`src/verilog/tsc_pkg.sv`:
```
package tsc_pkg;

    localparam int word_w      = 16;
    localparam int reg_addr_w  = 2;
    localparam int queue_depth = 4;
    localparam int queue_ptr_w = $clog2(queue_depth);

    // Opcodes.
    localparam logic [3:0] op_bne   = 4'd0;
    localparam logic [3:0] op_beq   = 4'd1;
    localparam logic [3:0] op_bgz   = 4'd2;
    localparam logic [3:0] op_blz   = 4'd3;
    localparam logic [3:0] op_adi   = 4'd4;
    localparam logic [3:0] op_ori   = 4'd5;
    localparam logic [3:0] op_lhi   = 4'd6;
    localparam logic [3:0] op_lwd   = 4'd7;
    localparam logic [3:0] op_swd   = 4'd8;
    localparam logic [3:0] op_jmp   = 4'd9;
    localparam logic [3:0] op_jal   = 4'd10;
    localparam logic [3:0] op_rtype = 4'd15;

    // Function codes of register-format words.
    localparam logic [5:0] fn_add = 6'd0;
    localparam logic [5:0] fn_sub = 6'd1;
    localparam logic [5:0] fn_and = 6'd2;
    localparam logic [5:0] fn_orr = 6'd3;
    localparam logic [5:0] fn_not = 6'd4;
    localparam logic [5:0] fn_tcp = 6'd5;
    localparam logic [5:0] fn_shl = 6'd6;
    localparam logic [5:0] fn_shr = 6'd7;
    localparam logic [5:0] fn_jpr = 6'd25;
    localparam logic [5:0] fn_jrl = 6'd26;
    localparam logic [5:0] fn_wwd = 6'd28;
    localparam logic [5:0] fn_hlt = 6'd29;

    // ALU selections.
    localparam logic [3:0] alu_add = 4'd0;
    localparam logic [3:0] alu_sub = 4'd1;
    localparam logic [3:0] alu_and = 4'd2;
    localparam logic [3:0] alu_orr = 4'd3;
    localparam logic [3:0] alu_not = 4'd4;
    localparam logic [3:0] alu_tcp = 4'd5;
    localparam logic [3:0] alu_shl = 4'd6;
    localparam logic [3:0] alu_shr = 4'd7;
    localparam logic [3:0] alu_lhi = 4'd8;
    localparam logic [3:0] alu_tgt = 4'd9;
    localparam logic [3:0] alu_idn = 4'd10;
    localparam logic [3:0] alu_zro = 4'd11;

    localparam logic [1:0] br_ne = 2'd0;
    localparam logic [1:0] br_eq = 2'd1;
    localparam logic [1:0] br_gz = 2'd2;
    localparam logic [1:0] br_lz = 2'd3;

    localparam logic [1:0] j_jmp = 2'd0;
    localparam logic [1:0] j_jal = 2'd1;
    localparam logic [1:0] j_jpr = 2'd2;
    localparam logic [1:0] j_jrl = 2'd3;

    localparam logic [1:0] dest_rd  = 2'd0;
    localparam logic [1:0] dest_rt  = 2'd1;
    localparam logic [1:0] dest_two = 2'd2;

    // One instruction word, read as R, I or J format by opcode.
    typedef union packed {
        struct packed {
            logic [3:0]            opcode;
            logic [reg_addr_w-1:0] rs;
            logic [reg_addr_w-1:0] rt;
            logic [reg_addr_w-1:0] rd;
            logic [5:0]            funct;
        } r;
        struct packed {
            logic [3:0]            opcode;
            logic [reg_addr_w-1:0] rs;
            logic [reg_addr_w-1:0] rt;
            logic [7:0]            imm;
        } i;
        struct packed {
            logic [3:0]  opcode;
            logic [11:0] target;
        } j;
    } tsc_instr_t;

endpackage

```
`src/verilog/tsc_fetch_if.sv`:
```
interface tsc_fetch_if;
    import tsc_pkg::*;

    logic              push;
    tsc_instr_t        instr;
    logic [word_w-1:0] pc;
    // At least two free entries in the queue.
    logic              space;

    modport fetch (
        output push,
        output instr,
        output pc,
        input  space
    );

    modport queue (
        input  push,
        input  instr,
        input  pc,
        output space
    );

endinterface

```
`src/verilog/tsc_issue_if.sv`:
```
interface tsc_issue_if;
    import tsc_pkg::*;

    logic              valid;
    tsc_instr_t        instr;
    logic [word_w-1:0] pc;
    // Removes the head entry.
    logic              pop;

    modport queue (
        output valid,
        output instr,
        output pc,
        input  pop
    );

    modport execute (
        input  valid,
        input  instr,
        input  pc,
        output pop
    );

endinterface

```
`src/verilog/tsc_fetch.sv`:
```
module tsc_fetch (
    input  logic                        clk,
    input  logic                        rst_n,
    output logic [tsc_pkg::word_w-1:0]  imem_addr,
    output logic                        imem_re,
    input  logic [tsc_pkg::word_w-1:0]  imem_data,
    input  logic                        redirect,
    input  logic [tsc_pkg::word_w-1:0]  target,
    tsc_fetch_if.fetch                  fetch_if
);
    import tsc_pkg::*;

    logic              run;
    logic [word_w-1:0] pc;
    logic              in_flight;
    logic [word_w-1:0] req_pc;

    // Requests start one cycle after reset is released.
    assign imem_re   = run & fetch_if.space & ~redirect;
    assign imem_addr = pc;

    always_ff @(posedge clk) begin
        if (!rst_n) begin
            run       <= 1'b0;
            pc        <= '0;
            in_flight <= 1'b0;
        end else begin
            run <= 1'b1;
            if (redirect) begin
                pc        <= target;
                in_flight <= 1'b0;
            end else begin
                in_flight <= imem_re;
                if (imem_re) begin
                    pc <= pc + 1'b1;
                end
            end
        end
    end

    always_ff @(posedge clk) begin
        if (imem_re) begin
            req_pc <= pc;
        end
    end

    // A word returning under a redirect belongs to the old path.
    assign fetch_if.push  = in_flight & ~redirect;
    assign fetch_if.instr = imem_data;
    assign fetch_if.pc    = req_pc;

    // A flush leaves room to restart at once.
    assert property (@(posedge clk) disable iff (!rst_n)
        redirect |=> fetch_if.space);

endmodule

```
`src/verilog/tsc_fetch_queue.sv`:
```
module tsc_fetch_queue (
    input  logic        clk,
    input  logic        rst_n,
    input  logic        redirect,
    tsc_fetch_if.queue  fetch_if,
    tsc_issue_if.queue  issue_if
);
    import tsc_pkg::*;

    tsc_instr_t             instr_mem [queue_depth];
    logic [word_w-1:0]      pc_mem [queue_depth];
    logic [queue_ptr_w-1:0] wr_ptr;
    logic [queue_ptr_w-1:0] rd_ptr;
    logic [queue_ptr_w:0]   count;
    logic                   do_push;
    logic                   do_pop;

    // Flush wins over a push in the same cycle.
    assign do_push = fetch_if.push & ~redirect;
    assign do_pop  = issue_if.pop & ~redirect;

    always_ff @(posedge clk) begin
        if (!rst_n || redirect) begin
            wr_ptr <= '0;
            rd_ptr <= '0;
            count  <= '0;
        end else begin
            if (do_push) begin
                wr_ptr <= wr_ptr + 1'b1;
            end
            if (do_pop) begin
                rd_ptr <= rd_ptr + 1'b1;
            end
            count <= count + (queue_ptr_w + 1)'(do_push) - (queue_ptr_w + 1)'(do_pop);
        end
    end

    always_ff @(posedge clk) begin
        if (do_push) begin
            instr_mem[wr_ptr] <= fetch_if.instr;
            pc_mem[wr_ptr]    <= fetch_if.pc;
        end
    end

    // Two free slots cover the one request still in flight.
    assign fetch_if.space = count <= (queue_ptr_w + 1)'(queue_depth - 2);
    assign issue_if.valid = count != '0;
    assign issue_if.instr = instr_mem[rd_ptr];
    assign issue_if.pc    = pc_mem[rd_ptr];

    assert property (@(posedge clk) disable iff (!rst_n)
        issue_if.pop |-> issue_if.valid);

    assert property (@(posedge clk) disable iff (!rst_n)
        count <= (queue_ptr_w + 1)'(queue_depth));

endmodule

```
`src/verilog/tsc_control_unit.sv`:
```
module tsc_control_unit (
    input  tsc_pkg::tsc_instr_t instr,
    output logic                alu_src,
    output logic                reg_write,
    output logic                mem_read,
    output logic                mem_to_reg,
    output logic                mem_write,
    output logic                pc_to_reg,
    output logic                wwd,
    output logic                halt_op,
    output logic [1:0]          reg_write_dest,
    output logic [3:0]          alu_func,
    output logic [1:0]          branch_type,
    output logic [1:0]          jump_type,
    output logic                is_jump,
    output logic                is_branch
);
    import tsc_pkg::*;

    logic is_rtype;
    logic is_itype;
    logic is_load;
    logic is_store;
    logic is_jrel;
    logic is_jwrite;
    logic is_wwd;
    logic is_halt;

    always_comb begin
        is_rtype    = 1'b0;
        is_itype    = 1'b0;
        is_load     = 1'b0;
        is_store    = 1'b0;
        is_jrel     = 1'b0;
        is_jwrite   = 1'b0;
        is_wwd      = 1'b0;
        is_halt     = 1'b0;
        is_jump     = 1'b0;
        is_branch   = 1'b0;
        jump_type   = j_jmp;
        branch_type = br_ne;
        alu_func    = alu_zro;
        case (instr.r.opcode)
            op_adi: begin
                is_itype = 1'b1;
                alu_func = alu_add;
            end
            op_ori: begin
                is_itype = 1'b1;
                alu_func = alu_orr;
            end
            op_lhi: begin
                is_itype = 1'b1;
                alu_func = alu_lhi;
            end
            op_lwd: begin
                is_itype = 1'b1;
                is_load  = 1'b1;
                alu_func = alu_add;
            end
            op_swd: begin
                is_itype = 1'b1;
                is_store = 1'b1;
                alu_func = alu_add;
            end
            op_bne, op_beq, op_bgz, op_blz: begin
                is_branch   = 1'b1;
                // Branch opcodes 0 to 3 map onto the condition codes.
                branch_type = instr.r.opcode[1:0];
            end
            op_jmp, op_jal: begin
                is_jump   = 1'b1;
                is_jrel   = 1'b1;
                is_jwrite = instr.r.opcode == op_jal;
                jump_type = (instr.r.opcode == op_jal) ? j_jal : j_jmp;
                alu_func  = alu_tgt;
            end
            op_rtype: begin
                case (instr.r.funct)
                    fn_add: {is_rtype, alu_func} = {1'b1, alu_add};
                    fn_sub: {is_rtype, alu_func} = {1'b1, alu_sub};
                    fn_and: {is_rtype, alu_func} = {1'b1, alu_and};
                    fn_orr: {is_rtype, alu_func} = {1'b1, alu_orr};
                    fn_not: {is_rtype, alu_func} = {1'b1, alu_not};
                    fn_tcp: {is_rtype, alu_func} = {1'b1, alu_tcp};
                    fn_shl: {is_rtype, alu_func} = {1'b1, alu_shl};
                    fn_shr: {is_rtype, alu_func} = {1'b1, alu_shr};
                    fn_jpr: begin
                        is_jump   = 1'b1;
                        jump_type = j_jpr;
                        alu_func  = alu_idn;
                    end
                    fn_jrl: begin
                        is_jump   = 1'b1;
                        is_jwrite = 1'b1;
                        jump_type = j_jrl;
                        alu_func  = alu_idn;
                    end
                    fn_wwd: {is_wwd, alu_func} = {1'b1, alu_idn};
                    fn_hlt: is_halt = 1'b1;
                    default: ;
                endcase
            end
            default: ;
        endcase
    end

    assign alu_src        = is_itype | is_jrel;
    // Only known writers; anything unrecognised leaves the registers alone.
    assign reg_write      = is_rtype | (is_itype & ~is_store) | is_jwrite;
    assign mem_read       = is_load;
    assign mem_to_reg     = is_load;
    assign mem_write      = is_store;
    assign pc_to_reg      = is_jwrite;
    assign reg_write_dest = is_itype ? dest_rt : (is_jwrite ? dest_two : dest_rd);
    assign wwd            = is_wwd;
    assign halt_op        = is_halt;

endmodule

```
`src/verilog/tsc_execute.sv`:
```
module tsc_execute (
    input  logic                       clk,
    input  logic                       rst_n,
    tsc_issue_if.execute               issue_if,
    output logic                       redirect,
    output logic [tsc_pkg::word_w-1:0] target,
    output logic                       dmem_re,
    output logic                       dmem_we,
    output logic [tsc_pkg::word_w-1:0] dmem_addr,
    output logic [tsc_pkg::word_w-1:0] dmem_wdata,
    input  logic [tsc_pkg::word_w-1:0] dmem_rdata,
    output logic                       out_valid,
    output logic [tsc_pkg::word_w-1:0] out_data,
    output logic                       halt
);
    import tsc_pkg::*;

    tsc_instr_t            head;
    logic [word_w-1:0]     rf [2**reg_addr_w];
    logic                  alu_src, reg_write, mem_read, mem_to_reg, mem_write;
    logic                  pc_to_reg, wwd, halt_op, is_jump, is_branch;
    logic [1:0]            reg_write_dest, branch_type, jump_type;
    logic [3:0]            alu_func;
    logic                  go, load_wait, cond, taken;
    logic [reg_addr_w-1:0] dest, load_dest;
    logic [word_w-1:0]     rs_val, rt_val, imm_ext, opnd_b, alu_out, pc_inc, wdata;

    assign head = issue_if.instr;

    tsc_control_unit u_control (
        .instr          (head),
        .alu_src        (alu_src),
        .reg_write      (reg_write),
        .mem_read       (mem_read),
        .mem_to_reg     (mem_to_reg),
        .mem_write      (mem_write),
        .pc_to_reg      (pc_to_reg),
        .wwd            (wwd),
        .halt_op        (halt_op),
        .reg_write_dest (reg_write_dest),
        .alu_func       (alu_func),
        .branch_type    (branch_type),
        .jump_type      (jump_type),
        .is_jump        (is_jump),
        .is_branch      (is_branch)
    );

    // Pop and execute in one cycle.
    assign go           = issue_if.valid & ~halt & ~load_wait;
    assign issue_if.pop = go;

    assign rs_val  = rf[head.i.rs];
    assign rt_val  = rf[head.i.rt];
    assign imm_ext = (head.i.opcode == op_ori) ? {8'h00, head.i.imm}
                                               : {{8{head.i.imm[7]}}, head.i.imm};
    assign opnd_b  = alu_src ? imm_ext : rt_val;
    assign pc_inc  = issue_if.pc + 1'b1;

    always_comb begin
        case (alu_func)
            alu_add: alu_out = rs_val + opnd_b;
            alu_sub: alu_out = rs_val - opnd_b;
            alu_and: alu_out = rs_val & opnd_b;
            alu_orr: alu_out = rs_val | opnd_b;
            alu_not: alu_out = ~rs_val;
            alu_tcp: alu_out = ~rs_val + 1'b1;
            alu_shl: alu_out = {rs_val[word_w-2:0], 1'b0};
            alu_shr: alu_out = {rs_val[word_w-1], rs_val[word_w-1:1]};
            alu_lhi: alu_out = {opnd_b[7:0], 8'h00};
            alu_tgt: alu_out = {issue_if.pc[word_w-1:12], head.j.target};
            alu_idn: alu_out = rs_val;
            default: alu_out = '0;
        endcase
    end

    always_comb begin
        case (branch_type)
            br_ne:   cond = rs_val != rt_val;
            br_eq:   cond = rs_val == rt_val;
            br_gz:   cond = $signed(rs_val) > 0;
            default: cond = $signed(rs_val) < 0;
        endcase
    end

    assign taken    = is_branch & cond;
    assign redirect = go & (taken | is_jump);
    // JMP and JAL take the ALU target; JPR and JRL take rs through identity.
    assign target   = is_jump ? alu_out : pc_inc + imm_ext;
    assign wdata    = pc_to_reg ? pc_inc : alu_out;

    always_comb begin
        case (reg_write_dest)
            dest_rt:  dest = head.i.rt;
            dest_two: dest = reg_addr_w'(2);
            default:  dest = head.r.rd;
        endcase
    end

    assign dmem_re    = go & mem_read;
    assign dmem_we    = go & mem_write;
    assign dmem_addr  = alu_out;
    assign dmem_wdata = rt_val;
    assign out_valid  = go & wwd;
    assign out_data   = alu_out;

    always_ff @(posedge clk) begin
        if (!rst_n) begin
            for (int i = 0; i < 2**reg_addr_w; i++) begin
                rf[i] <= '0;
            end
            load_wait <= 1'b0;
            halt      <= 1'b0;
        end else begin
            load_wait <= go & mem_read;
            if (load_wait) begin
                rf[load_dest] <= dmem_rdata;
            end else if (go && reg_write && !mem_to_reg) begin
                rf[dest] <= wdata;
            end
            if (go && halt_op) begin
                halt <= 1'b1;
            end
        end
    end

    always_ff @(posedge clk) begin
        if (go && mem_read) begin
            load_dest <= dest;
        end
    end

    // No wrong-path word reaches the head after a redirect.
    assert property (@(posedge clk) disable iff (!rst_n)
        redirect |=> !issue_if.valid);

endmodule

```
`src/verilog/tsc_core.sv`:
```
module tsc_core (
    input  logic                       clk,
    input  logic                       rst_n,
    output logic [tsc_pkg::word_w-1:0] imem_addr,
    output logic                       imem_re,
    input  logic [tsc_pkg::word_w-1:0] imem_data,
    output logic                       dmem_re,
    output logic                       dmem_we,
    output logic [tsc_pkg::word_w-1:0] dmem_addr,
    output logic [tsc_pkg::word_w-1:0] dmem_wdata,
    input  logic [tsc_pkg::word_w-1:0] dmem_rdata,
    output logic                       out_valid,
    output logic [tsc_pkg::word_w-1:0] out_data,
    output logic                       halt
);

    logic                       redirect;
    logic [tsc_pkg::word_w-1:0] target;

    tsc_fetch_if fetch_if ();
    tsc_issue_if issue_if ();

    tsc_fetch u_fetch (
        .clk       (clk),
        .rst_n     (rst_n),
        .imem_addr (imem_addr),
        .imem_re   (imem_re),
        .imem_data (imem_data),
        .redirect  (redirect),
        .target    (target),
        .fetch_if  (fetch_if.fetch)
    );

    // Redirect doubles as the queue flush.
    tsc_fetch_queue u_queue (
        .clk      (clk),
        .rst_n    (rst_n),
        .redirect (redirect),
        .fetch_if (fetch_if.queue),
        .issue_if (issue_if.queue)
    );

    tsc_execute u_execute (
        .clk        (clk),
        .rst_n      (rst_n),
        .issue_if   (issue_if.execute),
        .redirect   (redirect),
        .target     (target),
        .dmem_re    (dmem_re),
        .dmem_we    (dmem_we),
        .dmem_addr  (dmem_addr),
        .dmem_wdata (dmem_wdata),
        .dmem_rdata (dmem_rdata),
        .out_valid  (out_valid),
        .out_data   (out_data),
        .halt       (halt)
    );

endmodule

```
`config.mk`:
```
export PLATFORM = sky130hd
export DESIGN_NAME = tsc_core
export DESIGN_NICKNAME = d
export VERILOG_FILES = /design/src/verilog/tsc_pkg.sv /design/src/verilog/tsc_fetch_if.sv /design/src/verilog/tsc_issue_if.sv /design/src/verilog/tsc_fetch.sv /design/src/verilog/tsc_fetch_queue.sv /design/src/verilog/tsc_control_unit.sv /design/src/verilog/tsc_execute.sv /design/src/verilog/tsc_core.sv
export SDC_FILE = /design/constraint.sdc
export NUM_CORES = 1
export LEC_CHECK = 0
export BUFFER_PORTS_ARGS = -buffer_cell sky130_fd_sc_hd__buf_2
export CORE_UTILIZATION = 56
export CTS_CLUSTER_SIZE = 8
export DETAILED_ROUTE_END_ITERATION = 10
export PLACE_DENSITY = 0.78
export SLEW_MARGIN = 15
export SYNTH_ARGS = -nofsm -noshare
export SYNTH_HDL_FRONTEND = slang
export SYNTH_SLANG_ARGS = --single-unit
```
`constraint.sdc`:
```
create_clock -name clk -period 5.26 [get_ports clk]
set_input_delay 0.789 -clock clk [delete_from_list [all_inputs] [get_ports clk]]
set_output_delay 0.789 -clock clk [all_outputs]
set_load 0.03 [all_outputs]
```
Word level (Yosys, flattened, before mapping)
Memory sizes are Yosys's and may differ from the RTL's. A register that Yosys moved wholly into a read port is not among the register bits.
Index checks and enable logic that the tools add are counted.
{ "totals": {"regBits": 45, "mem_count": 3, "ram_bits": 192, "word_cells": 162, "in_bits": 34} }
{ "memory_table": {"columns": ["name", "depth", "width", "read_ports", "rd_ports_with_merged_regs", "wr", "line_no", "source"], "rows": [
  ["u_execute.rf", 4, 16, 2, 0, 4, "tsc_execute.sv:19", "logic [word_w-1:0] rf [2**reg_addr_w];"],
  ["u_queue.instr_mem", 4, 16, 1, 1, 1, "tsc_fetch_queue.sv:10", "tsc_instr_t instr_mem [queue_depth];"],
  ["u_queue.pc_mem", 4, 16, 1, 1, 1, "tsc_fetch_queue.sv:11", "logic [word_w-1:0] pc_mem [queue_depth];"]
]} }
{ "op_classes": {"n_eq_ne": 38, "n_mux": 50, "n_bitwise": 25, "n_reduce_logical": 23, "magnitude_cmp": 3, "add_sub_neg": 10} }
{ "op_table": {"columns": ["op", "count"], "rows": [
  ["one-hot mux 16 bit (11 select lines)", 1],
  ["2-to-1 mux 16 bit", 8],
  ["adder 16 x 1 -> 16 bit (second input constant)", 3],
  ["one-hot mux 4 bit (9 select lines)", 1],
  ["adder 16 bit", 2],
  ["== test 4 x 3 -> 1 bit (second input constant)", 8],
  ["OR reduction 16 bit", 2],
  ["== test 4 bit (second input constant)", 7],
  ["2-to-1 mux 1 bit", 26],
  ["== test 6 x 3 -> 1 bit (second input constant)", 4],
  ["== test 6 x 5 -> 1 bit (second input constant)", 4],
  ["one-hot mux 4 bit (5 select lines)", 1],
  ["2-to-1 mux 2 bit", 9],
  ["bitwise AND 16 bit", 1],
  ["== test 16 bit", 1],
  ["== test 4 x 2 -> 1 bit (second input constant)", 4],
  ["> comparator 16 x 1 -> 1 bit (second input constant)", 1],
  ["less-than comparator 16 x 1 -> 1 bit (second input constant)", 1],
  ["inequality test 16 bit", 1],
  ["inverter 16 bit", 1],
  ["bitwise OR 16 bit", 1],
  ["subtractor 16 bit", 1],
  ["bitwise AND 1 bit", 13],
  ["== test 6 x 2 -> 1 bit (second input constant)", 2],
  ["26 further kinds", 46]
]} }

Longest topological paths before layout
Gate-level depths: netlist of run 1.
{ "logic_depth": {"word_depth": 14, "ltp_mapped": 27, "depth_no_buf": 22} }

By module
A second synthesis of run 1 with hierarchy kept.
{ "unflattened": {"cells_unflattened": 1320, "hier_area_um2": 14821.7} }
{ "by_module_without_submodules": {"columns": ["module", "n_inst", "seq_area_each_um2", "cells_per_inst", "area_each_um2"], "rows": [
  ["tsc_execute", 1, 2021.9, 898, 7812.5],
  ["tsc_fetch_queue", 1, 4023.9, 217, 5123.7],
  ["tsc_fetch", 1, 840.8, 146, 1556.5],
  ["tsc_control_unit", 1, 0.0, 59, 329.1]
]} }

Least setup slack after synthesis of run 1
No wires, ideal clock.
{ "synth_timing": {"path_kind": "register -> output", "start": "register with a tool-made name", "end": "output port out_data[15] in the netlist's numbering", "t_arrival_ns": 5.529, "stages_incl_launch_ff": 24, "n_path_buf": 5, "path_slack_ns": -1.058, "required_time_ns": 4.471, "cell_sequence": "dfxtp_1 -> buf_6 -> mux4_2 -> buf_4 -> buf_4 -> buf_4 -> mux2i_1 -> mux2i_1 -> mux2i_1 -> and4b_1 -> or2_2 -> xnor2_1 -> ha_1 -> nand2_1 -> nor2_1 -> o211ai_1 -> a31o_2 -> a21oi_1 -> a31oi_1 -> xor2_1 -> xnor2_1 -> a221oi_2 -> inv_1 -> buf_4"} }
{ "synth_rtl": {"columns": ["item", "line_no", "source"], "rows": [
  ["end: declaration", "tsc_core.sv:13", "output logic [tsc_pkg::word_w-1:0] out_data,"]
]} }

==> key figures, run 1 <==
Status
  • Outcome: complete, but fails checks
  • Failing checks: setup timing

Synth
  • Compound-gate portion of the synthesized area: 13.13%
  • Mean instance size in the synthesized netlist: 11.25 um2
  • Dominant register cell in the synthesized netlist: edfxtp_1
  • Gate count of the mapped netlist: 1,311
  • Combinational family with the most area after synthesis: compound AO/OA/AOI/OAI gates
  • Seq/Total Area, Yosys: 46.71%
  • Mux contribution to synthesized area: 12.46%
  • Mapped Nets: 1,394
  • Cell area after synthesis: 14,740 um2
  • Number of unique standard cell types used by synthesis: 95
  • Post-synth EDFFs: 210
  • Synth Area in Simple Gates: 12.66%
  • Flops & latches, synth: 239
  • Share of synthesized registers carrying an async set or reset: 0%
  • Warnings, synthesis: 0
  • Share of the synthesized netlist area taken by xor and xnor gates: 5.762%
  • Synthesized-area fraction occupied by adder cells: 4.515%

Floorplanning
  • Area of the die: 26,980 um2
  • Number of placed I/O pins: 103
  • Starting utilization of the core area: 56.90%
  • Num rows: 59
  • Die Y-Extent: 164.3 um
  • CORE AREA: 25,910 um2
  • Horiz. Die Dim: 164.3 um

Worst setup path
  • Top fanout value on the critical path: 6
  • Ordered cell list for the critical path: buf_6, mux4_2, or3_4, or3_4, nand2_4, nand4_1, buf_6, buf_6, nand2b_4, xnor2_2, ha_1, o21a_1, o31a_1, o211ai_1, a31o_2, a21oi_2, a31oi_1, xor2_1, xnor2_2, a221oi_2, buf_4, inv_2, buf_4
  • Critical path capture point type: output port
  • Required time of the critical path: 4470 ps
  • Critical path type: reg -> out
  • Data arrival time of the worst path: 5430 ps
  • Startpoint types: flop
  • CP max stage cell: mux4_2
  • Cell with the most instances on the worst path: buf_6
  • Largest incremental delay on the critical path: 530 ps

Placement
  • Number of buffers inserted by port buffering: 102
  • RD Place Congestion: 1.034
  • DP Wirelength: 34.98 mm

Timing
  • Least-Margin Pin Slew: 865.3 ps
  • Clock Skew: 38.14 ps
  • Final critical-path required period: 6220 ps
  • Final worst slack: -960.1 ps
  • Setup repair after global routing missed its margin: true
  • Final slew viol count: 0
  • Period utilisation layout: 118.3%
  • Number of endpoints with negative hold slack in the final report: 0
  • Hold Worst Slack: 495.2 ps
  • Final setup violation count: 56
  • Max_slew headroom: 42.10%
  • Highest clock frequency the design can meet: 160.8 MHz

Routing
  • Total wire length after detailed routing: 50.76 mm
  • Number of iterations in the first detailed-routing pass: 6
  • Post-route ant nets: 0
  • Mean number of vias per cell: 6.557
  • Routed via count: 13,100
  • DRC violations left: 0
  • Post-detailed-route wirelength per cell: 25.42 um
  • Initial DRC Count: 1,529

Clock network
  • TritonCTS clock tree: done
  • Root buffer cell: clkbuf_16
  • Clk Latency, worst-skew pair: 530 ps
  • Number of buffers created by CTS: 36
  • Clock-pin slew on the worst setup and hold paths: 50 ps
  • Maximum buffer depth of the clock tree: 3
  • Sinks on Clock Net: 239
  • Number of H-tree branching levels: 2
  • CTS Hold Buffers Added: 0

Global route
  • Initial antenna violation count: 1
  • Number of global-route vias before repair: 12,750
  • Pin count of the biggest net entering global routing: 38
  • Overall overflow remaining after global route: 0
  • First-pass GRT wire length: 74.33 mm
  • Aggregate global-route resource usage: 37.16%

Cells and area
  • Count of filler cells inserted in the layout: 1,617
  • Register area: 6890 um2
  • Area added between synthesis and finish: 33.72%
  • Commonest cells after routing, fill and taps aside: 235 x buf_4, 210 x edfxtp_1, 118 x nor2_1, 77 x buf_2, 73 x nand2_1
  • Multi-input gate area in the final layout: 8115 um2
  • Most frequent standard cell in the layout excluding fill and tap cells: buf_4
  • Fraction of final layout cells sized beyond drive strength 1: 38.41%
  • Net count reported at finish: 1,723

Job
  • Max cap viols: 0

Min path
  • Type of the worst min-delay path: in -> reg
  • Worst Hold Launch: imem_data[1]
==> critical path: cells and delay by family, from the launching register on <==
kind	cells	cell delay [ps]
compound gates	7	1360
simple gates	5	1070
buf+inv	6	840
mux	1	530
xor+xnor	3	490
flops	1	380
fa+ha+maj	1	270
==> path summary, 6_finish.rpt <==
| kind | slack [ps] | endpoint | cells after the start |
|---|---|---|---|
| setup / recovery | -960 | out_data[15] | 23 |
| setup reg to reg | -210 | u_execute.rf[2][11]$_SDFFCE_PN0P_ | 26 |
| hold / removal | 500 | u_queue.instr_mem[2][1]$_DFFE_PP_ | 1 |
| hold reg to reg | 500 | u_queue.pc_mem[2][1]$_DFFE_PP_ | 0 |
==> metal layers <==
metal  GRT usage (%)  vias up  routed length [um]  share of wire (%)
met5               0        -                   0                  0
met4           18.90        0                2845                5.6
met2           60.63      896               23800                 47
met3           8.889      219                5269                 10
met1           45.97     6346               18850                 37
li1                -     5634                   -                  -
==> synth_stat cells (all sizes together), types with 10 or more instances <==
| library cell | number | area [um2] |
|---|---|---|
| a211oi | 16 | 145.1 |
| a21oi | 62 | 314.1 |
| a221oi | 12 | 155.2 |
| a22o | 10 | 87.58 |
| a22oi | 11 | 82.58 |
| and2 | 11 | 68.82 |
| and3 | 17 | 106.4 |
| buf | 49 | 350.3 |
| clkbuf | 38 | 142.6 |
| dfxtp | 29 | 580.6 |
| edfxtp | 210 | 6306 |
| ha | 46 | 575.6 |
| inv | 55 | 206.5 |
| mux2i | 104 | 1049 |
| mux4 | 31 | 698.2 |
| nand2 | 81 | 304.0 |
| nand2b | 10 | 62.56 |
| nand3 | 31 | 167.7 |
| nand4 | 19 | 118.9 |
| nor2 | 125 | 469.2 |
| nor3 | 33 | 170.2 |
| o211ai | 15 | 117.6 |
| o21a | 11 | 82.58 |
| o21ai | 26 | 130.1 |
| xnor2 | 66 | 578.1 |
| xor2 | 31 | 271.5 |
==> state kept, by name, summed over array words and instances, names as in the netlist, named ones only <==
signal / flops
u_execute.load_dest: 2
u_fetch.in_flight: 1
u_execute.halt: 1
u_queue.pc_mem: 64
u_queue.rd_ptr: 2
u_fetch.fetch_if.pc: 16
u_execute.rf: 64
u_fetch.imem_addr: 16
u_execute.load_wait: 1
u_queue.count: 3
u_fetch.run: 1
u_queue.instr_mem: 64
u_queue.wr_ptr: 2
==> cells by family (layout without fill, tap and decap cells) <==
group,Yosys count,in the layout
xor gates and xnor gates,97,97
AOI/OAI and AO/OA,258,258
and+or+nand+nor,379,379
muxes,143,143
buffers and inverters,143,493
adders and majority gates,52,52
DFF,239,239
other,0,1
==> area by class of cell <==
class / count / area share, %
clock inverters: 4 / 0.2665
diodes: 1 / 0.01269
clock buffers: 55 / 5.089
well taps: 335 / 2.126
repair buffers: 378 / 15.29
flip-flops and latches: 239 / 34.95
multi-input cells: 929 / 41.16
inverters: 56 / 1.104
==> per-stage QoR <==
stage	setup TNS (ps)	setup WS [ps]	instance area, um2	util (%)	std cells
6_report	-20210	-960.1	19720	76.09	1997
4_1_cts	-16540	-837.4	19050	73.50	1976
2_1_floorplan	-1824	-458.8	14920	-	1311
3_5_place_dp	-12450	-534.2	17030	65.72	1879
5_1_grt	-30160	-1175	19710	76.08	1996
3_3_place_gp	-6984	-450.6	17030	65.72	1879
==> repair_timing <==
action                     in CTS  in global routing
buffers inserted               36                 26
gates resized for setup       144                112
setup endpoints to repair      70                 82
cloned                          3                  0
pin swaps                      35                 44
Power of run 1 is not shown: default switching activity piles up to over one toggle a cycle in this logic, so the estimate is an artifact.
==> run 2, diff against run 1 <==
--- a/config.mk
+++ b/config.mk
@@ -6,10 +6,10 @@
 export NUM_CORES = 1
 export LEC_CHECK = 0
 export BUFFER_PORTS_ARGS = -buffer_cell sky130_fd_sc_hd__buf_2
-export CORE_UTILIZATION = 56
+export CORE_UTILIZATION = 50
 export CTS_CLUSTER_SIZE = 8
 export DETAILED_ROUTE_END_ITERATION = 10
-export PLACE_DENSITY = 0.78
+export PLACE_DENSITY = 0.71
 export SLEW_MARGIN = 15
 export SYNTH_ARGS = -nofsm -noshare
 export SYNTH_HDL_FRONTEND = slang
==> constraint.sdc (replaced) <==
create_clock -name clk -period 5.26 [get_ports clk]
set_input_delay 0.789 -clock clk [delete_from_list [all_inputs] [get_ports clk]]
set_output_delay 0.789 -clock clk [all_outputs]
set_load 0.01 [all_outputs]
==> run 2 against run 1 <==
Compared with the run above:
- the run still ends with setup timing left
- core utilization fell by 8.9 points
- maximum frequency up 1.7%
- non-clock buffer count shrank 9
- setup slack better by 100 ps
==> key figures, run 2 (synthesis gave the netlist of run 1 again) <==
Status
  • Outcome: complete, but fails checks
  • Failing checks: setup timing

Clock network
  • Sinks on Clock Net: 239
  • Root buffer cell: clkbuf_16
  • Number of H-tree branching levels: 2
  • Maximum buffer depth of the clock tree: 3
  • Number of buffers created by CTS: 35
  • Clock-pin slew on the worst setup and hold paths: 50 ps
  • TritonCTS clock tree: done
  • Clk Latency, worst-skew pair: 520 ps

Floorplanning
  • Num rows: 62
  • Number of placed I/O pins: 103
  • Starting utilization of the core area: 51.09%
  • CORE AREA: 28,860 um2
  • Die Y-Extent: 173.7 um
  • Area of the die: 30,180 um2
  • Horiz. Die Dim: 173.7 um

Timing
  • Least-Margin Pin Slew: 1298 ps
  • Clock Skew: 16.11 ps
  • Final worst slack: -855.2 ps
  • Max_slew headroom: 13.18%
  • Setup_tns: -18,560 ps
  • Number of endpoints with negative hold slack in the final report: 0
  • Hold Worst Slack: 489.2 ps
  • Period utilisation layout: 116.3%
  • Final setup violation count: 46
  • Final critical-path required period: 6115 ps
  • Setup repair after global routing missed its margin: true
  • Highest clock frequency the design can meet: 163.5 MHz
  • Final slew viol count: 0

Routing
  • Number of iterations in the first detailed-routing pass: 6
  • Post-detailed-route wirelength per cell: 24.26 um
  • Mean number of vias per cell: 6.257
  • Initial DRC Count: 1,308
  • Routed via count: 12,710
  • Total wire length after detailed routing: 49.28 mm
  • Post-route ant nets: 0
  • DRC violations left: 0

Cells and area
  • Count of antenna diodes in the layout: 0
  • Net count reported at finish: 1,713
  • Count of filler cells inserted in the layout: 2,176
  • Most frequent standard cell in the layout excluding fill and tap cells: buf_4
  • Fraction of final layout cells sized beyond drive strength 1: 36.49%
  • Area added between synthesis and finish: 31.57%
  • Largest regs: u_execute.rf: 64 flops, u_queue.instr_mem: 64 flops, u_queue.pc_mem: 64 flops
  • Commonest cells after routing, fill and taps aside: 228 x buf_4, 210 x edfxtp_1, 117 x nor2_1, 88 x buf_2, 80 x mux2i_1

Global route
  • Overall overflow remaining after global route: 0
  • First-pass GRT wire length: 72.95 mm
  • Aggregate global-route resource usage: 31.94%
  • Initial antenna violation count: 1
  • Pin count of the biggest net entering global routing: 33
  • Number of global-route vias before repair: 12,270

Worst setup path
  • Ordered cell list for the critical path: buf_6, mux4_2, nor2b_4, a21oi_4, buf_12, mux2i_4, ha_4, nand3_4, nor2_4, nand2_1, nand2_1, xnor2_1, ha_1, nand2_2, nor2_2, o211ai_1, a31o_2, a21oi_2, a31oi_1, xor2_1, xnor2_1, a221oi_2, inv_2, buf_2
  • Critical path capture point type: output port
  • Required time of the critical path: 4470 ps
  • CP max stage cell: mux4_2
  • Critical path type: reg -> out
  • Internal reg-to-reg setup slack: -80 ps
  • R2R depth: 27
  • Startpoint types: flop
  • Largest incremental delay on the critical path: 590 ps
  • Top fanout value on the critical path: 5
  • Worst reg2reg endpoint: u_execute.rf[0][13]$_SDFFCE_PN0P_
  • Data arrival time of the worst path: 5330 ps

Placement
  • DP Wirelength: 35.57 mm
  • Number of buffers inserted by port buffering: 102
  • RD Place Congestion: 0.9993

Min path
  • Worst Hold Launch: imem_data[6]
  • Type of the worst min-delay path: in -> reg
  • Hold Path Stages: 1
  • Hold EP: u_queue.instr_mem[1][6]$_DFFE_PP_

Job
  • Max cap viols: 0
[run 2: critical path, delay by kind of cell (launching register included)]
family	cells	cell delay (ps)
AOI/OAI and AO/OA	6	1250
DFF	1	380
xor gates and xnor gates	3	420
buffers and inverters	4	590
muxes	2	840
and+or+nand+nor	7	790
adders and majority gates	2	560
[run 2: what timing repair did]
action	4_1_cts	5_1_grt
resized for setup	92	89
setup buffers	23	16
pin swaps	43	33
gates cloned	1	1
hold buffers	0	0
endpoints found under the setup margin	48	78
[run 2: per-layer routing]
metal	GRT usage, %	vias up	part of all wire (%)
li1	-	5611	-
met1	42.72	6308	41
met2	53.03	671	48
met3	4.561	118	8.1
met4	11.44	0	3.5
met5	0	-	0
[run 2: through the flow]
step	instance area (um2)	setup slack [ps]	std cells	utilization [%]
6_report	19400	-855.2	2031	67.22
5_1_grt	19400	-1009	2031	67.22
4_1_cts	18780	-782.7	2014	65.08
3_5_place_dp	17190	-411.0	1937	59.58
3_3_place_gp	17190	-316.4	1937	59.58
2_1_floorplan	14950	-279.1	1311	-
[run 2: final cells by class]
type	instances	area [um2]	area share, %
tap	384	480.5	2.477
sequential	239	6890	35.52
clock inverter	3	55.05	0.2838
multi-input combinational	929	7936	40.91
timing repair buffer	369	2888	14.89
inverter	56	212.7	1.096
clock buffer	51	935.9	4.825
[run 2: worst max-delay path by stage]
stage / startpoint / endpoint / slack, ps
after floorplan: flop / out_data[15] / -280
after global placement: flop / dmem_addr[8] / -320
after detailed placement: flop / dmem_addr[15] / -410
after CTS: flop / out_data[10] / -780
after global routing: flop / out_data[15] / -1010
final: flop / dmem_addr[15] / -860
Power of run 2 is left out for the same reason.
==> run 3, diff against run 2 <==
--- a/config.mk
+++ b/config.mk
@@ -10,7 +10,9 @@
 export CTS_CLUSTER_SIZE = 8
 export DETAILED_ROUTE_END_ITERATION = 10
 export PLACE_DENSITY = 0.71
+export SKIP_LAST_GASP = 1
 export SLEW_MARGIN = 15
 export SYNTH_ARGS = -nofsm -noshare
 export SYNTH_HDL_FRONTEND = slang
 export SYNTH_SLANG_ARGS = --single-unit
+export TNS_END_PERCENT = 5
==> run 3 against run 2 <==
Compared with the run above:
- the flow still finishes with violations (setup timing)
- wire length down 1.8%
- global-route usage down 0.19 points
- sequential share of layout area up 1.5 points
- clock skew up 6.4 ps
- worst hold slack worse by 8.5 ps
- design area down 4.0%
- first-iteration DRC count down 8.5%
- critical path depth down 2
- count of clock-buffer cells in the layout unchanged
==> key figures, run 3 (synthesis gave the netlist of run 1 again) <==
Routing
  • Initial DRC Count: 1,197
  • Number of iterations in the first detailed-routing pass: 5
  • Routed metal-1 wirelength: 20.22 mm
  • Routed wire length on met3: 3.730 mm
  • Mean number of vias per cell: 6.110
  • Top Metal Used: met4
  • Met2 Routed Length: 22.62 mm
  • DRC violations left: 0
  • Post-route ant nets: 0
  • Total wire length after detailed routing: 48.37 mm
  • Routed via count: 12,230
  • Post-detailed-route wirelength per cell: 24.16 um

Cells and area
  • Most frequent standard cell in the layout excluding fill and tap cells: buf_4
  • Count of antenna diodes in the layout: 0
  • Count of filler cells inserted in the layout: 2,260
  • Commonest cells after routing, fill and taps aside: 222 x buf_4, 210 x edfxtp_1, 123 x nor2_1, 98 x buf_2, 90 x mux2i_1
  • Post-Layout Inst Area: 18,620 um2
  • Fraction of final layout cells sized beyond drive strength 1: 31.89%
  • Net count reported at finish: 1,684
  • Area added between synthesis and finish: 26.29%
  • Largest regs: u_execute.rf: 64 flops, u_queue.instr_mem: 64 flops, u_queue.pc_mem: 64 flops

Timing
  • Clock Skew: 22.47 ps
  • Final setup violation count: 85
  • Final critical-path required period: 6089 ps
  • Least-Margin Pin Slew: 1148 ps
  • Final worst slack: -828.9 ps
  • Highest clock frequency the design can meet: 164.2 MHz
  • Final slew viol count: 0
  • Max_slew headroom: 23.41%
  • Hold Worst Slack: 480.7 ps
  • Setup repair after global routing missed its margin: true
  • Period utilisation layout: 115.8%
  • Number of endpoints with negative hold slack in the final report: 0

Worst setup path
  • Internal reg-to-reg setup slack: -150 ps
  • Startpoint types: flop
  • Worst reg2reg endpoint: u_fetch.imem_addr[8]$_SDFFE_PN0P_
  • Top fanout value on the critical path: 24
  • Required time of the critical path: 4470 ps
  • Critical path type: reg -> out
  • Data arrival time of the worst path: 5300 ps
  • R2R depth: 24
  • Critical path capture point type: output port

Floorplanning
  • Number of placed I/O pins: 103
  • Die Y-Extent: 173.7 um
  • Horiz. Die Dim: 173.7 um
  • CORE AREA: 28,860 um2
  • Area of the die: 30,180 um2
  • Starting utilization of the core area: 51.09%
  • Num rows: 62

Global route
  • First-pass GRT wire length: 72.11 mm
  • Aggregate global-route resource usage: 31.76%
  • Initial antenna violation count: 0
  • Pin count of the biggest net entering global routing: 37
  • Number of global-route vias before repair: 11,800
  • Overall overflow remaining after global route: 0

Placement
  • RD Place Congestion: 0.9750
  • DP Wirelength: 36.18 mm
  • Number of buffers inserted by port buffering: 102
  • Cell area after placement: 17,150 um2

Clock network
  • Sinks on Clock Net: 239
  • Root buffer cell: clkbuf_16
  • Clk Latency, worst-skew pair: 520 ps
  • Number of buffers created by CTS: 35
  • Clock-pin slew on the worst setup and hold paths: 50 ps
  • Maximum buffer depth of the clock tree: 3
  • CTS Hold Buffers Added: 0
  • Number of H-tree branching levels: 2
  • TritonCTS clock tree: done

Status
  • Failing checks: setup timing
  • Outcome: complete, but fails checks

Job
  • Max cap viols: 0

Min path
  • Hold Path Stages: 2
  • Type of the worst min-delay path: reg -> reg
  • Worst Hold Launch: u_queue.rd_ptr[1]$_SDFFE_PP0P_
[run 3: cell types whose count changed in the layout (fill, tap and decap cells not counted), sizes merged]
cell    before  now
buf        368  340
clkbuf      52   51
[run 3: through the flow]
stage               instances  utilization, %  setup TNS (ps)  worst slack (ps)
detailed placement       1933           59.42           -6643            -502.6
finish                   2002           64.52          -18030            -828.9
CTS                      1992           63.51          -15860            -759.7
global placement         1933           59.42           -4982            -478.9
floorplan                1311               -          -618.6            -286.9
global route             2002           64.52          -46820             -1002
[run 3: repair_timing]
action | 4_1_cts | 5_1_grt
gates resized for setup | 31 | 41
pin swaps | 17 | 14
setup buffers | 5 | 10
endpoints found under the setup margin | 48 | 209
hold endpoints to repair | 0 | 0
[run 3: how the worst max path moves through the flow]
stage | slack, ps | startpoint | endpoint
2_1_floorplan | -290 | flop | out_data[15]
3_3_place_gp | -480 | flop | dmem_addr[8]
3_5_place_dp | -500 | flop | dmem_addr[8]
4_1_cts | -760 | flop | out_data[15]
5_1_grt | -1000 | flop | out_data[15]
6_report | -830 | flop | out_data[15]
[run 3: final cells by class]
cell class,instances,area [um2],area share [%]
clock buffer,51,935.9,5.026
clock inverter,3,55.05,0.2957
inverter,56,210.2,1.129
multi-input combinational,929,7579,40.70
sequential,239,6890,37.00
tap,384,480.5,2.580
timing repair buffer,340,2470,13.26
[run 3: critical path, cell delays in order (launching register included)]
cell      delay, ps
dfxtp_4         370
mux4_2          530
buf_12          190
mux2i_2         200
mux2i_4         190
nor2_1          120
a22o_1          250
and4b_1         240
or2_4           250
xnor2_2         160
ha_1            330
nand2_2          90
nor2_4          140
o211ai_1        150
a31o_2          300
a21oi_2         150
a31oi_1         110
xor2_1          180
xnor2_1         180
a221oi_2        250
buf_4           190
inv_2            50
buf_2           130
[run 3: routing by layer]
layer	global-route usage [%]	vias to the layer above
met4	10.78	0
met5	0	-
met3	4.013	115
met1	43.42	6002
met2	52.28	570
li1	-	5546
Power of run 3 is left out for the same reason.
